### src/decode_config.svh
`ifndef DECODE_CONFIG_SVH
`define DECODE_CONFIG_SVH

// datapath and address width
`define XLEN        32

// general register file
`define REG_ADDR_W  5
`define REG_NUM     32

// one bit per alu operation
`define ALU_OP_W    19

// exception codes raised in decode
`define ECODE_W     8
`define ECODE_SYS   8'h0B
`define ECODE_BRK   8'h0C
`define ECODE_INE   8'h0D

`endif

### src/isa_pkg.sv
`include "decode_config.svh"

package isa_pkg;

    typedef logic [16:0] op_3r_t;
    typedef logic [9:0]  op_2ri12_t;
    typedef logic [`REG_ADDR_W-1:0] reg_addr_t;

    // register-register layout
    typedef struct packed {
        op_3r_t    op_31_15;
        reg_addr_t rk;
        reg_addr_t rj;
        reg_addr_t rd;
    } inst_3r_t;

    // register-immediate layout, also loads and stores
    typedef struct packed {
        op_2ri12_t   op_31_22;
        logic [11:0] i12;
        reg_addr_t   rj;
        reg_addr_t   rd;
    } inst_2ri12_t;

    typedef union packed {
        inst_3r_t    r3;
        inst_2ri12_t ri12;
    } inst_word_u;

    typedef logic [`ALU_OP_W-1:0] alu_op_t;

    // bit positions inside alu_op_t
    localparam int ALU_ADD   = 0,
                   ALU_SUB   = 1,
                   ALU_SLT   = 2,
                   ALU_SLTU  = 3,
                   ALU_AND   = 4,
                   ALU_NOR   = 5,
                   ALU_OR    = 6,
                   ALU_XOR   = 7,
                   ALU_SLL   = 8,
                   ALU_SRL   = 9,
                   ALU_SRA   = 10,
                   ALU_LUI   = 11,
                   ALU_MUL   = 12,
                   ALU_MULH  = 13,
                   ALU_MULHU = 14,
                   ALU_DIV   = 15,
                   ALU_MOD   = 16,
                   ALU_DIVU  = 17,
                   ALU_MODU  = 18;

    typedef enum logic [3:0] {
        BR_NONE, BR_BEQ, BR_BNE, BR_BLT, BR_BGE,
        BR_BLTU, BR_BGEU, BR_B, BR_BL, BR_JIRL
    } br_kind_t;

    typedef logic [3:0] mem_kind_t;

    // loads: size and unsigned bit, stores: byte enables
    localparam mem_kind_t MEM_NONE = 4'b0000;
    localparam mem_kind_t LD_B     = 4'b0001;
    localparam mem_kind_t LD_H     = 4'b0011;
    localparam mem_kind_t LD_BU    = 4'b0101;
    localparam mem_kind_t LD_HU    = 4'b0111;
    localparam mem_kind_t LD_W     = 4'b1111;
    localparam mem_kind_t ST_B     = 4'b0001;
    localparam mem_kind_t ST_H     = 4'b0011;
    localparam mem_kind_t ST_W     = 4'b1111;

endpackage

### src/pipe_pkg.sv
`include "decode_config.svh"

package pipe_pkg;

    import isa_pkg::*;

    typedef struct packed {
        logic [`XLEN-1:0] pc;
        inst_word_u       inst;
    } fd_bus_t;

    typedef struct packed {
        logic [`XLEN-1:0]    pc;
        alu_op_t             alu_op;
        logic [`XLEN-1:0]    alu_src1;
        logic [`XLEN-1:0]    alu_src2;
        logic [`XLEN-1:0]    store_data;
        logic                gr_we;
        reg_addr_t           dest;
        mem_kind_t           load_kind;
        mem_kind_t           store_be;
        br_kind_t            br_kind;
        logic [`XLEN-1:0]    br_target;
        logic                ex;
        logic [`ECODE_W-1:0] ecode;
    } de_bus_t;

    // execute only tells who it writes, data is not ready yet
    typedef struct packed {
        logic      we;
        reg_addr_t dest;
    } e_fwd_t;

    typedef struct packed {
        logic             we;
        reg_addr_t        dest;
        logic [`XLEN-1:0] data;
    } mw_fwd_t;

    typedef struct packed {
        alu_op_t          alu_op;
        logic             src1_is_pc;
        logic             src2_is_imm;
        logic [`XLEN-1:0] imm;
        logic             gr_we;
        reg_addr_t        dest;
        reg_addr_t        raddr1;
        reg_addr_t        raddr2;
        mem_kind_t        load_kind;
        mem_kind_t        store_be;
        br_kind_t         br_kind;
        logic [`XLEN-1:0] br_offs;
        logic             syscall;
        logic             brk;
        logic             unknown;
    } ctrl_t;

endpackage

### src/inst_decoder.sv
`include "decode_config.svh"

module inst_decoder
    import isa_pkg::*, pipe_pkg::*;
(
    input  inst_word_u inst,
    output ctrl_t      ctrl
);

    logic [`XLEN-1:0] imm;

    wire op_3r_t    op3r = inst.r3.op_31_15;
    wire op_2ri12_t op12 = inst.ri12.op_31_22;
    wire [5:0]      op6  = op12[9:4];
    wire reg_addr_t rd   = inst.r3.rd;
    wire reg_addr_t rj   = inst.r3.rj;
    wire reg_addr_t rk   = inst.r3.rk;
    wire [11:0]     i12  = inst.ri12.i12;
    wire [15:0]     i16  = inst[25:10];
    wire [19:0]     i20  = inst[24:5];
    wire [25:0]     i26  = {inst[9:0], inst[25:10]};

    // three-register group
    wire add_w   = op3r == 17'h00020;
    wire sub_w   = op3r == 17'h00022;
    wire slt     = op3r == 17'h00024;
    wire sltu    = op3r == 17'h00025;
    wire nor_    = op3r == 17'h00028;
    wire and_    = op3r == 17'h00029;
    wire or_     = op3r == 17'h0002a;
    wire xor_    = op3r == 17'h0002b;
    wire sll_w   = op3r == 17'h0002e;
    wire srl_w   = op3r == 17'h0002f;
    wire sra_w   = op3r == 17'h00030;
    wire mul_w   = op3r == 17'h00038;
    wire mulh_w  = op3r == 17'h00039;
    wire mulh_wu = op3r == 17'h0003a;
    wire div_w   = op3r == 17'h00040;
    wire mod_w   = op3r == 17'h00041;
    wire div_wu  = op3r == 17'h00042;
    wire mod_wu  = op3r == 17'h00043;
    wire brk     = op3r == 17'h00054;
    wire syscall = op3r == 17'h00056;
    wire slli_w  = op3r == 17'h00081;
    wire srli_w  = op3r == 17'h00089;
    wire srai_w  = op3r == 17'h00091;

    // twelve-bit immediate group
    wire slti    = op12 == 10'h008;
    wire sltui   = op12 == 10'h009;
    wire addi_w  = op12 == 10'h00a;
    wire andi    = op12 == 10'h00d;
    wire ori     = op12 == 10'h00e;
    wire xori    = op12 == 10'h00f;
    wire ld_b    = op12 == 10'h0a0;
    wire ld_h    = op12 == 10'h0a1;
    wire ld_w    = op12 == 10'h0a2;
    wire st_b    = op12 == 10'h0a4;
    wire st_h    = op12 == 10'h0a5;
    wire st_w    = op12 == 10'h0a6;
    wire ld_bu   = op12 == 10'h0a8;
    wire ld_hu   = op12 == 10'h0a9;
    wire lu12i_w = op12[9:3] == 7'b0001010;

    wire jirl    = op6 == 6'h13;
    wire b       = op6 == 6'h14;
    wire bl      = op6 == 6'h15;
    wire beq     = op6 == 6'h16;
    wire bne     = op6 == 6'h17;
    wire blt     = op6 == 6'h18;
    wire bge     = op6 == 6'h19;
    wire bltu    = op6 == 6'h1a;
    wire bgeu    = op6 == 6'h1b;

    wire is_load   = ld_b | ld_h | ld_w | ld_bu | ld_hu;
    wire is_store  = st_b | st_h | st_w;
    wire is_cbr    = beq | bne | blt | bge | bltu | bgeu;
    wire need_ui5  = slli_w | srli_w | srai_w;
    wire need_ui12 = andi | ori | xori;
    wire src2_is_4 = jirl | bl;
    wire is_alu3r  = add_w | sub_w | slt | sltu | nor_ | and_ | or_ | xor_ |
                     sll_w | srl_w | sra_w | mul_w | mulh_w | mulh_wu |
                     div_w | mod_w | div_wu | mod_wu;
    wire is_alui   = need_ui5 | need_ui12 | slti | sltui | addi_w | lu12i_w;
    wire unknown   = ~(is_alu3r | is_alui | is_load | is_store | is_cbr |
                       jirl | b | bl | brk | syscall);

    always_comb begin
        if (src2_is_4) begin
            imm = 32'd4;
        end else if (lu12i_w) begin
            imm = {i20, 12'b0};
        end else if (need_ui12) begin
            imm = {20'b0, i12};
        end else if (need_ui5) begin
            imm = {27'b0, rk};
        end else if (is_cbr) begin
            imm = {{14{i16[15]}}, i16, 2'b0};
        end else begin
            imm = {{20{i12[11]}}, i12};
        end
    end

    always_comb begin
        ctrl = '0;
        // memory address and link value also go through the adder
        ctrl.alu_op[ALU_ADD]   = add_w | addi_w | is_load | is_store | jirl | bl;
        ctrl.alu_op[ALU_SUB]   = sub_w | beq | bne;
        ctrl.alu_op[ALU_SLT]   = slt | slti | blt | bge;
        ctrl.alu_op[ALU_SLTU]  = sltu | sltui | bltu | bgeu;
        ctrl.alu_op[ALU_AND]   = and_ | andi;
        ctrl.alu_op[ALU_NOR]   = nor_;
        ctrl.alu_op[ALU_OR]    = or_ | ori;
        ctrl.alu_op[ALU_XOR]   = xor_ | xori;
        ctrl.alu_op[ALU_SLL]   = sll_w | slli_w;
        ctrl.alu_op[ALU_SRL]   = srl_w | srli_w;
        ctrl.alu_op[ALU_SRA]   = sra_w | srai_w;
        ctrl.alu_op[ALU_LUI]   = lu12i_w;
        ctrl.alu_op[ALU_MUL]   = mul_w;
        ctrl.alu_op[ALU_MULH]  = mulh_w;
        ctrl.alu_op[ALU_MULHU] = mulh_wu;
        ctrl.alu_op[ALU_DIV]   = div_w;
        ctrl.alu_op[ALU_MOD]   = mod_w;
        ctrl.alu_op[ALU_DIVU]  = div_wu;
        ctrl.alu_op[ALU_MODU]  = mod_wu;

        ctrl.src1_is_pc  = jirl | bl;
        ctrl.src2_is_imm = is_alui | is_load | is_store | src2_is_4;
        ctrl.imm         = imm;
        ctrl.gr_we       = ~(is_store | is_cbr | b | brk | syscall | unknown);
        ctrl.dest        = bl ? 5'd1 : rd;
        ctrl.raddr1      = rj;
        // branches and stores read rd as second source
        ctrl.raddr2      = (is_cbr | is_store) ? rd : rk;

        ctrl.load_kind = ld_w  ? LD_W  :
                         ld_b  ? LD_B  :
                         ld_bu ? LD_BU :
                         ld_h  ? LD_H  :
                         ld_hu ? LD_HU : MEM_NONE;
        ctrl.store_be  = st_w  ? ST_W  :
                         st_b  ? ST_B  :
                         st_h  ? ST_H  : MEM_NONE;

        ctrl.br_kind = beq  ? BR_BEQ  :
                       bne  ? BR_BNE  :
                       blt  ? BR_BLT  :
                       bge  ? BR_BGE  :
                       bltu ? BR_BLTU :
                       bgeu ? BR_BGEU :
                       b    ? BR_B    :
                       bl   ? BR_BL   :
                       jirl ? BR_JIRL : BR_NONE;
        ctrl.br_offs = (b | bl)       ? {{4{i26[25]}}, i26, 2'b0} :
                       (is_cbr | jirl) ? {{14{i16[15]}}, i16, 2'b0} : '0;

        ctrl.syscall = syscall;
        ctrl.brk     = brk;
        ctrl.unknown = unknown;
    end

endmodule

### src/regfile.sv
`include "decode_config.svh"

module regfile (
    input  logic                   clk,
    input  logic [`REG_ADDR_W-1:0] raddr1,
    input  logic [`REG_ADDR_W-1:0] raddr2,
    output logic [`XLEN-1:0]       rdata1,
    output logic [`XLEN-1:0]       rdata2,
    input  logic                   we,
    input  logic [`REG_ADDR_W-1:0] waddr,
    input  logic [`XLEN-1:0]       wdata
);

    logic [`XLEN-1:0] rf [`REG_NUM];

    // r0 is never written
    always_ff @(posedge clk) begin
        if (we && waddr != '0) begin
            rf[waddr] <= wdata;
        end
    end

    assign rdata1 = (raddr1 == '0) ? '0 : rf[raddr1];
    assign rdata2 = (raddr2 == '0) ? '0 : rf[raddr2];

endmodule

### src/operand_bypass.sv
`include "decode_config.svh"

module operand_bypass
    import pipe_pkg::*;
(
    input  logic [`REG_ADDR_W-1:0] raddr1,
    input  logic [`REG_ADDR_W-1:0] raddr2,
    input  logic [`XLEN-1:0]       rdata1,
    input  logic [`XLEN-1:0]       rdata2,
    input  e_fwd_t                 e_fwd,
    input  mw_fwd_t                m_fwd,
    input  mw_fwd_t                w_fwd,
    output logic [`XLEN-1:0]       rj_value,
    output logic [`XLEN-1:0]       rkd_value,
    output logic                   stall
);

    // r0 never matches, it stays zero
    function automatic logic hit(
        input logic                   we,
        input logic [`REG_ADDR_W-1:0] dest,
        input logic [`REG_ADDR_W-1:0] addr
    );
        return we && (addr != '0) && (dest == addr);
    endfunction

    // younger result wins
    function automatic logic [`XLEN-1:0] pick(
        input logic [`REG_ADDR_W-1:0] addr,
        input logic [`XLEN-1:0]       rdata,
        input mw_fwd_t                m,
        input mw_fwd_t                w
    );
        logic [`XLEN-1:0] val;
        if (hit(m.we, m.dest, addr)) begin
            val = m.data;
        end else if (hit(w.we, w.dest, addr)) begin
            val = w.data;
        end else begin
            val = rdata;
        end
        return val;
    endfunction

    assign rj_value  = pick(raddr1, rdata1, m_fwd, w_fwd);
    assign rkd_value = pick(raddr2, rdata2, m_fwd, w_fwd);

    // execute result not available yet, covers loads too
    assign stall = hit(e_fwd.we, e_fwd.dest, raddr1) |
                   hit(e_fwd.we, e_fwd.dest, raddr2);

endmodule

### src/decode_stage.sv
`include "decode_config.svh"

module decode_stage
    import isa_pkg::*, pipe_pkg::*;
(
    input  logic    clk,
    input  logic    rstn,
    input  logic    fd_valid,
    input  fd_bus_t fd_bus,
    output logic    d_allowin,
    input  logic    e_allowin,
    output logic    de_valid,
    output de_bus_t de_bus,
    input  e_fwd_t  e_fwd,
    input  mw_fwd_t m_fwd,
    input  mw_fwd_t w_fwd,
    input  logic    ex_flush
);

    fd_bus_t             fd_r;
    logic                d_valid;
    logic                ex_pending;
    logic                ready_go;
    logic                stall;
    ctrl_t               ctrl;
    logic [`XLEN-1:0]    rf_rdata1;
    logic [`XLEN-1:0]    rf_rdata2;
    logic [`XLEN-1:0]    rj_value;
    logic [`XLEN-1:0]    rkd_value;
    logic [`XLEN-1:0]    br_base;
    logic                ex;
    logic [`ECODE_W-1:0] ecode;

    assign ready_go  = d_valid & ~stall;
    assign d_allowin = ~d_valid | (ready_go & e_allowin);
    assign de_valid  = d_valid & ready_go;

    always_ff @(posedge clk) begin
        if (fd_valid && d_allowin) begin
            fd_r <= fd_bus;
        end
    end

    // words after a leaving exception are taken in but marked invalid
    always_ff @(posedge clk) begin
        if (!rstn) begin
            d_valid <= 1'b0;
        end else if (ex_flush) begin
            d_valid <= 1'b0;
        end else if (d_allowin) begin
            d_valid <= fd_valid & ~ex_pending & ~(de_valid & ex);
        end
    end

    always_ff @(posedge clk) begin
        if (!rstn) begin
            ex_pending <= 1'b0;
        end else if (ex_flush) begin
            ex_pending <= 1'b0;
        end else if (de_valid && e_allowin && ex) begin
            ex_pending <= 1'b1;
        end
    end

    inst_decoder u_inst_decoder (
        .inst (fd_r.inst),
        .ctrl (ctrl)
    );

    regfile u_regfile (
        .clk    (clk),
        .raddr1 (ctrl.raddr1),
        .raddr2 (ctrl.raddr2),
        .rdata1 (rf_rdata1),
        .rdata2 (rf_rdata2),
        .we     (w_fwd.we),
        .waddr  (w_fwd.dest),
        .wdata  (w_fwd.data)
    );

    operand_bypass u_operand_bypass (
        .raddr1    (ctrl.raddr1),
        .raddr2    (ctrl.raddr2),
        .rdata1    (rf_rdata1),
        .rdata2    (rf_rdata2),
        .e_fwd     (e_fwd),
        .m_fwd     (m_fwd),
        .w_fwd     (w_fwd),
        .rj_value  (rj_value),
        .rkd_value (rkd_value),
        .stall     (stall)
    );

    // priority syscall, break, unknown
    assign ex    = ctrl.syscall | ctrl.brk | ctrl.unknown;
    assign ecode = ctrl.syscall ? `ECODE_SYS :
                   ctrl.brk     ? `ECODE_BRK :
                   ctrl.unknown ? `ECODE_INE : '0;

    // jirl jumps off rj, everything else off pc
    assign br_base = (ctrl.br_kind == BR_JIRL) ? rj_value : fd_r.pc;

    always_comb begin
        de_bus            = '0;
        de_bus.pc         = fd_r.pc;
        de_bus.alu_op     = ctrl.alu_op;
        de_bus.alu_src1   = ctrl.src1_is_pc ? fd_r.pc : rj_value;
        de_bus.alu_src2   = ctrl.src2_is_imm ? ctrl.imm : rkd_value;
        de_bus.store_data = rkd_value;
        de_bus.gr_we      = ctrl.gr_we;
        de_bus.dest       = ctrl.dest;
        de_bus.load_kind  = ctrl.load_kind;
        de_bus.store_be   = ctrl.store_be;
        de_bus.br_kind    = ctrl.br_kind;
        de_bus.br_target  = br_base + ctrl.br_offs;
        de_bus.ex         = ex;
        de_bus.ecode      = ecode;
    end

endmodule

### config.mk
export PLATFORM = sky130hd
export DESIGN_NAME = decode_stage
export DESIGN_NICKNAME = d
export VERILOG_FILES = /design/src/isa_pkg.sv /design/src/pipe_pkg.sv /design/src/inst_decoder.sv /design/src/regfile.sv /design/src/operand_bypass.sv /design/src/decode_stage.sv
export VERILOG_INCLUDE_DIRS = /design/src
export SDC_FILE = /design/constraint.sdc
export NUM_CORES = 2
export LEC_CHECK = 0
export ABC_AREA = 1
export ABC_CLOCK_PERIOD_IN_PS = 13580
export BUFFER_PORTS_ARGS = -buffer_cell sky130_fd_sc_hd__buf_2
export CAP_MARGIN = 40
export CORE_MARGIN = 1.5
export CORE_UTILIZATION = 30
export CTS_CLUSTER_SIZE = 10
export DETAILED_ROUTE_END_ITERATION = 6
export PLACE_DENSITY_LB_ADDON = 0.3
export SETUP_SLACK_MARGIN = 0.02
export SYNTH_ARGS = -nofsm -noshare
export SYNTH_HDL_FRONTEND = slang
export SYNTH_SLANG_ARGS = --single-unit
### constraint.sdc
create_clock -name clk -period 13.58 [get_ports clk]
set_input_delay 4.074 -clock clk [delete_from_list [all_inputs] [get_ports clk]]
set_output_delay 4.074 -clock clk [all_outputs]
set_load 0.01 [all_outputs]
After elaboration in Yosys (flattened, before gate mapping)
Memories as Yosys holds them, arrays and structs flattened. A register that Yosys moved wholly into a read port is not among the register bits.
Index checks and enable logic that the tools add are counted.
Widths: inputs -> output; s select.
{"block": "op_classes", "bitwise": 93, "muxes": 41, "n_reduce_logical": 22, "eq_ne": 54, "addsub": 1}
{"op": "$mux 32", "count": 16}
{"op": "$eq 17x6->1 const B", "count": 14}
{"op": "$eq 17x7->1 const B", "count": 6}
{"op": "$eq 10x8->1 const B", "count": 8}
{"op": "$or 1x1->1", "count": 80}
{"op": "$mux 4", "count": 18}
{"op": "$eq 10x4->1 const B", "count": 6}
{"op": "$eq 6x5->1 const B", "count": 9}
{"op": "$eq 17x8->1 const B", "count": 3}
{"op": "$add 32x32->32", "count": 1}
{"op": "$eq 5x5->1", "count": 6}
{"op": "$logic_and 1x1->1", "count": 16}
{"op": "$mux 5", "count": 3}
{"op": "$reduce_bool 5->1", "count": 3}
{"op": "$logic_not 5->1", "count": 2}
{"op": "$eq 7x4->1 const B", "count": 1}
{"op": "$not 1->1", "count": 7}
{"op": "$and 1x1->1", "count": 6}
{"op": "$eq 4x4->1 const B", "count": 1}
{"op": "$mux 3", "count": 1}
{"op": "$mux 1", "count": 2}
{"op": "$mux 2", "count": 1}
{"op": "$reduce_or 2->1", "count": 1}
{"block": "word_totals", "ram_bits": 1024, "wordCells": 216, "reg_bits": 66, "inputBits": 151, "memories": 1}
{"memory": "u_regfile.rf", "words": 32, "width": 32, "read_ports": 2, "rd_clocked_by_memory_dff": 1, "write_ports": 1, "line_no": "regfile.sv:14", "rtl": "logic [`XLEN-1:0] rf [`REG_NUM];"}

Longest topological paths before layout
{"block": "logic_depth", "word_depth": 32, "mapped_depth": 30, "ltp_nobuf": 27}

Modules after synthesis
Synthesis repeated with hierarchy kept, for this count alone.
{"block": "hier_totals", "cells_unflattened": 7789, "hier_area_um2": 62690.1}
{"mod": "regfile", "area_each_um2": 52110.0, "cells_each": 5975, "seq_area_each_um2": 30749.5, "instances": 1}
{"mod": "decode_stage", "area_each_um2": 5876.9, "cells_each": 847, "seq_area_each_um2": 1961.9, "instances": 1}
{"mod": "operand_bypass", "area_each_um2": 2601.2, "cells_each": 564, "seq_area_each_um2": 0.0, "instances": 1}
{"mod": "inst_decoder", "area_each_um2": 2102.0, "cells_each": 403, "seq_area_each_um2": 0.0, "instances": 1}

Worst setup path after synthesis
OpenSTA, ideal clock, no wires.
{"block": "synth_timing", "kind": "in2out", "from": "input w_fwd[34] (netlist name)", "to": "output de_bus[39] (netlist name)", "setup_slack_ns": 0.850, "stages": 28, "t_required_ns": 9.506, "arrival_ns": 8.656, "n_path_buf": 2, "cell_sequence": "clkbuf_1 -> inv_1 -> nand2_1 -> o2111ai_1 -> nor4_1 -> nor2_1 -> clkbuf_1 -> nand3_1 -> nand3_1 -> o21ai_0 -> o21ai_0 -> ha_1 -> fa_1 -> nand3_1 -> nand2_1 -> a21boi_0 -> o21ai_0 -> a21oi_1 -> o21bai_1 -> a21oi_1 -> inv_1 -> nand2_1 -> o211ai_1 -> a21boi_0 -> o21ai_0 -> a21oi_1 -> o21ai_0 -> xor2_1"}
{"element": "start: declaration", "line_no": "decode_stage.sv:16", "rtl": "input mw_fwd_t w_fwd,"}
{"element": "end: declaration", "line_no": "decode_stage.sv:13", "rtl": "output de_bus_t de_bus,"}

==> key figures <==
Yosys
  • Flops & latches, synth: 1095
  • Post-synthesis compound-gate area fraction: 17.8%
  • Post-synth top area share: 55.2%
  • Post-Synth Adder-Cell Area: 0.647%
  • Async set or reset register ratio after synthesis: 0%
  • Netlist cell types: 57
  • Cells after synthesis: 6391
  • Post-synthesis mux area share: 1.73%
  • Post-synth EDFFs: 1088
  • Synth area leaders: edfxtp_1 (55%), nand2_1 (8.1%), o21ai_0 (6.3%)
  • Mapped cell area: 59200 um^2
  • XOR/XNOR share of the synthesized area: 0.563%
  • Main combinational cell family by area after synthesis: compound AO/OA/AOI/OAI gates
  • Register area share after synthesis: 55.5%
  • Top FF cell, synth: edfxtp_1
  • Synth Area in Simple Gates: 15.8%
  • Mean post-synth cell area: 9.26 um^2
  • Yosys warns: 0
  • Synth area leader: edfxtp_1

Run
  • MaxCap Viol Count: 0

Min path
  • Min-Delay Path Class: register to register

STA
  • Final hold violation count: 0
  • Final worst setup slack: 340 ps
  • Setup violators final: 0
  • Max Fclk: 75.5 MHz
  • TNS Setup: 0 ps
  • Tmin final: 13240 ps
  • Slew Limit Fails: 0
  • Slew Limit Headroom: 34.9%
  • RSZ-0062 raised after global routing: no
  • Worst Skew: 27.4 ps
  • Post-route clock period utilization: 97.5%
  • Worst-Margin Slew: 973 ps

Setup path
  • Worst path slowest cell: fa_1
  • Kind of critical path: primary input to output port
  • Slowest stage delay, CP: 500 ps
  • Crit. End Element: output port
  • Data arrival time of the critical path: 9170 ps
  • Required time of the worst setup path: 9510 ps
  • Most used cell, CP: o21ai_0
  • Critical Path Start Type: primary input
  • Critical path fanouts, max: 31

GRT
  • GR peak layer: met2
  • GRT overflow: 0
  • First-pass GRT wire length: 361000 um
  • Met1 Resource Use GR: 32.9%
  • M2 GR Usage: 40.0%
  • GRT met3 Usage: 4.89%
  • Gr usage total: 25.3%
  • Initial antenna violation count: 35
  • Vias in the first global route: 47300
  • Pin count of the biggest net entering global routing: 171

Detailed routing
  • 1st-iter DRT viols: 7381
  • WL per Instance: 28.4 um
  • Via density: 5.65
  • Vias after detailed routing: 52000
  • DRT Wirelength: 262000 um
  • Router iterations before antenna repair: 7
  • Antenna-violating nets left: 0
  • Remaining DRCs: 0

Clock network
  • Post-CTS Setup Inserts: 0
  • Clk Latency, worst-skew pair: 800 ps
  • Post_cts resized: 0
  • Cts-stage hold buffer count: 0
  • CTS buffer count: 133
  • Max clock buf depth: 3
  • Clock slew at reported path FFs: 50 ps
  • CTS tree: done
  • H-tree Lvls: 4
  • Cell at the root of the clock tree: clkbuf_16
  • Clock Sinks: 1095

Pwr
  • Clk network pwr share: 37.3%
  • P_int: 6.15 mW
  • P_sw: 2.73 mW
  • Seq pwr share: 43.3%
  • Max rail drop VDD: 0.0000960 V
  • Leak: 25.4 nW
  • Logic gate share of total power: 19.4%
  • Power Density: 132 nW/um^2
  • Switching share of power: 30.7%

Floorplan
  • Num rows: 162
  • Die Width: 447 um
  • IO Count: 359
  • Die height: 447 um
  • Initial Util: 30.3%
  • Die area: 200000 um^2
  • Core area: 195000 um^2

Run status
  • Status: complete, no violations

Cells and area
  • Area delta synth->final: 14.1%
  • Register Area: 32800 um^2
  • NumNets Final: 6705
  • # fillers: 19800
  • Area of the multi-input gates: 22100 um^2
  • Ratio of cells with drive above 1 in the final layout: 11.6%

Placement
  • Port Buffer Count: 354
  • DP Worst Slack: 67.7 ps
  • Dpl hpwl: 163000 um
  • Final Wtd Congestion: 0.962
-- kinds of logic after synthesis --
group / after synthesis
AOI/OAI and AO/OA: 1770
adders and majority gates: 30
other: 1
muxes: 102
DFF: 1095
buffers and inverters: 1116
and+or+nand+nor: 2239
xor gates and xnor gates: 38
-- per-stage QoR --
step | utilization, % | hold WS [ps] | total power, mW | std cells | instance area (um^2)
global route | 34.5 | 498 | 9.12 | 9203 | 67500
finish | 34.5 | 472 | 8.88 | 9215 | 67500
CTS | 34.5 | 464 | 8.87 | 9197 | 67400
detailed placement | 32.5 | 457 | 5.59 | 9013 | 63600
global placement | 32.3 | 439 | 5.58 | 8988 | 63200
floorplan | - | 427 | 4.81 | 6426 | 59300
-- Yosys cell counts (all sizes together), types with 17 or more instances --
master	instances
a21oi	438
a31oi	34
buf	275
clkbuf	277
edfxtp	1088
ha	29
inv	562
mux2i	102
nand2	1280
nand3	572
nand4	31
nor2	312
nor3	24
nor4	17
o211ai	292
o21ai	785
o221ai	88
o2bb2ai	87
xor2	30
-- metal layers --
layer / share of wire [%] / wire, um
met1: 39 / 102000
met2: 46 / 119000
met3: 9.9 / 25900
met4: 5.8 / 15100
met5: 0.015 / 39
-- worst paths after layout --
kind                                  from    endpoint  slack (ps)  cells after the start
worst min-delay path            ex_pending  ex_pending         470                      2
worst max-delay path             w_fwd[34]  de_bus[39]         340                     29
worst min register to register  ex_pending  ex_pending         470                      2
worst max register to register    fd_r[31]     fd_r[6]        6550                     22
-- power by group through the flow --
stage	clock (mW)	combinational (mW)	sequential, mW
6_report	3.31	1.72	3.84
5_1_grt	3.46	1.82	3.84
4_1_cts	3.35	1.69	3.84
3_5_place_dp	0	1.68	3.91
3_3_place_gp	0	1.67	3.91
2_1_floorplan	0	0.937	3.87
-- flip-flops by register name, summed over array words and instances (netlist names), named ones only --
signal / cells
fd_r: 32
d_valid: 1
de_bus: 32
u_regfile.rf: 1024
ex_pending: 1
-- area by class of cell --
class / count / share of cell area, %
clock inverter: 22 / 0.369
timing repair buffer: 515 / 4.85
sequential: 1095 / 48.6
multi-input combinational: 4215 / 32.7
tap: 2624 / 4.87
antenna: 18 / 0.0667
clock buffer: 162 / 5.33
inverter: 564 / 3.19
-- placed cells by master, fill, tap and decap left out, types with 12 or more instances in the layout --
cell | synthesis | final
a21oi_1 | 438 | 437
a31oi_1 | 23 | 22
a31oi_2 | 11 | 12
buf_12 | 0 | 19
buf_2 | 135 | 357
buf_4 | 88 | 136
clkbuf_1 | 277 | 21
clkbuf_16 | 0 | 140
conb_1 | 1 | 36
diode_2 | 0 | 18
edfxtp_1 | 1088 | 1088
ha_1 | 29 | 29
inv_1 | 550 | 544
mux2i_1 | 102 | 102
nand2_1 | 1274 | 1272
nand3_1 | 572 | 572
nand4_1 | 31 | 31
nor2_1 | 307 | 276
nor2_4 | 2 | 33
nor3_1 | 23 | 23
nor4_1 | 16 | 14
o211ai_1 | 292 | 292
o21ai_0 | 743 | 743
o21ai_1 | 36 | 36
o221ai_1 | 88 | 88
o2bb2ai_1 | 87 | 87
xor2_1 | 30 | 30
-- critical path, delay by kind of cell --
kind,cells,cell delay [ps]
AO/OA/AOI/OAI,13,2420
AND/OR/NAND/NOR,8,1010
buffers and inverters,6,980
adder cells (fa/ha/maj),1,500
XOR/XNOR,1,160
No activity file was read; power rests on OpenSTA's default activity.
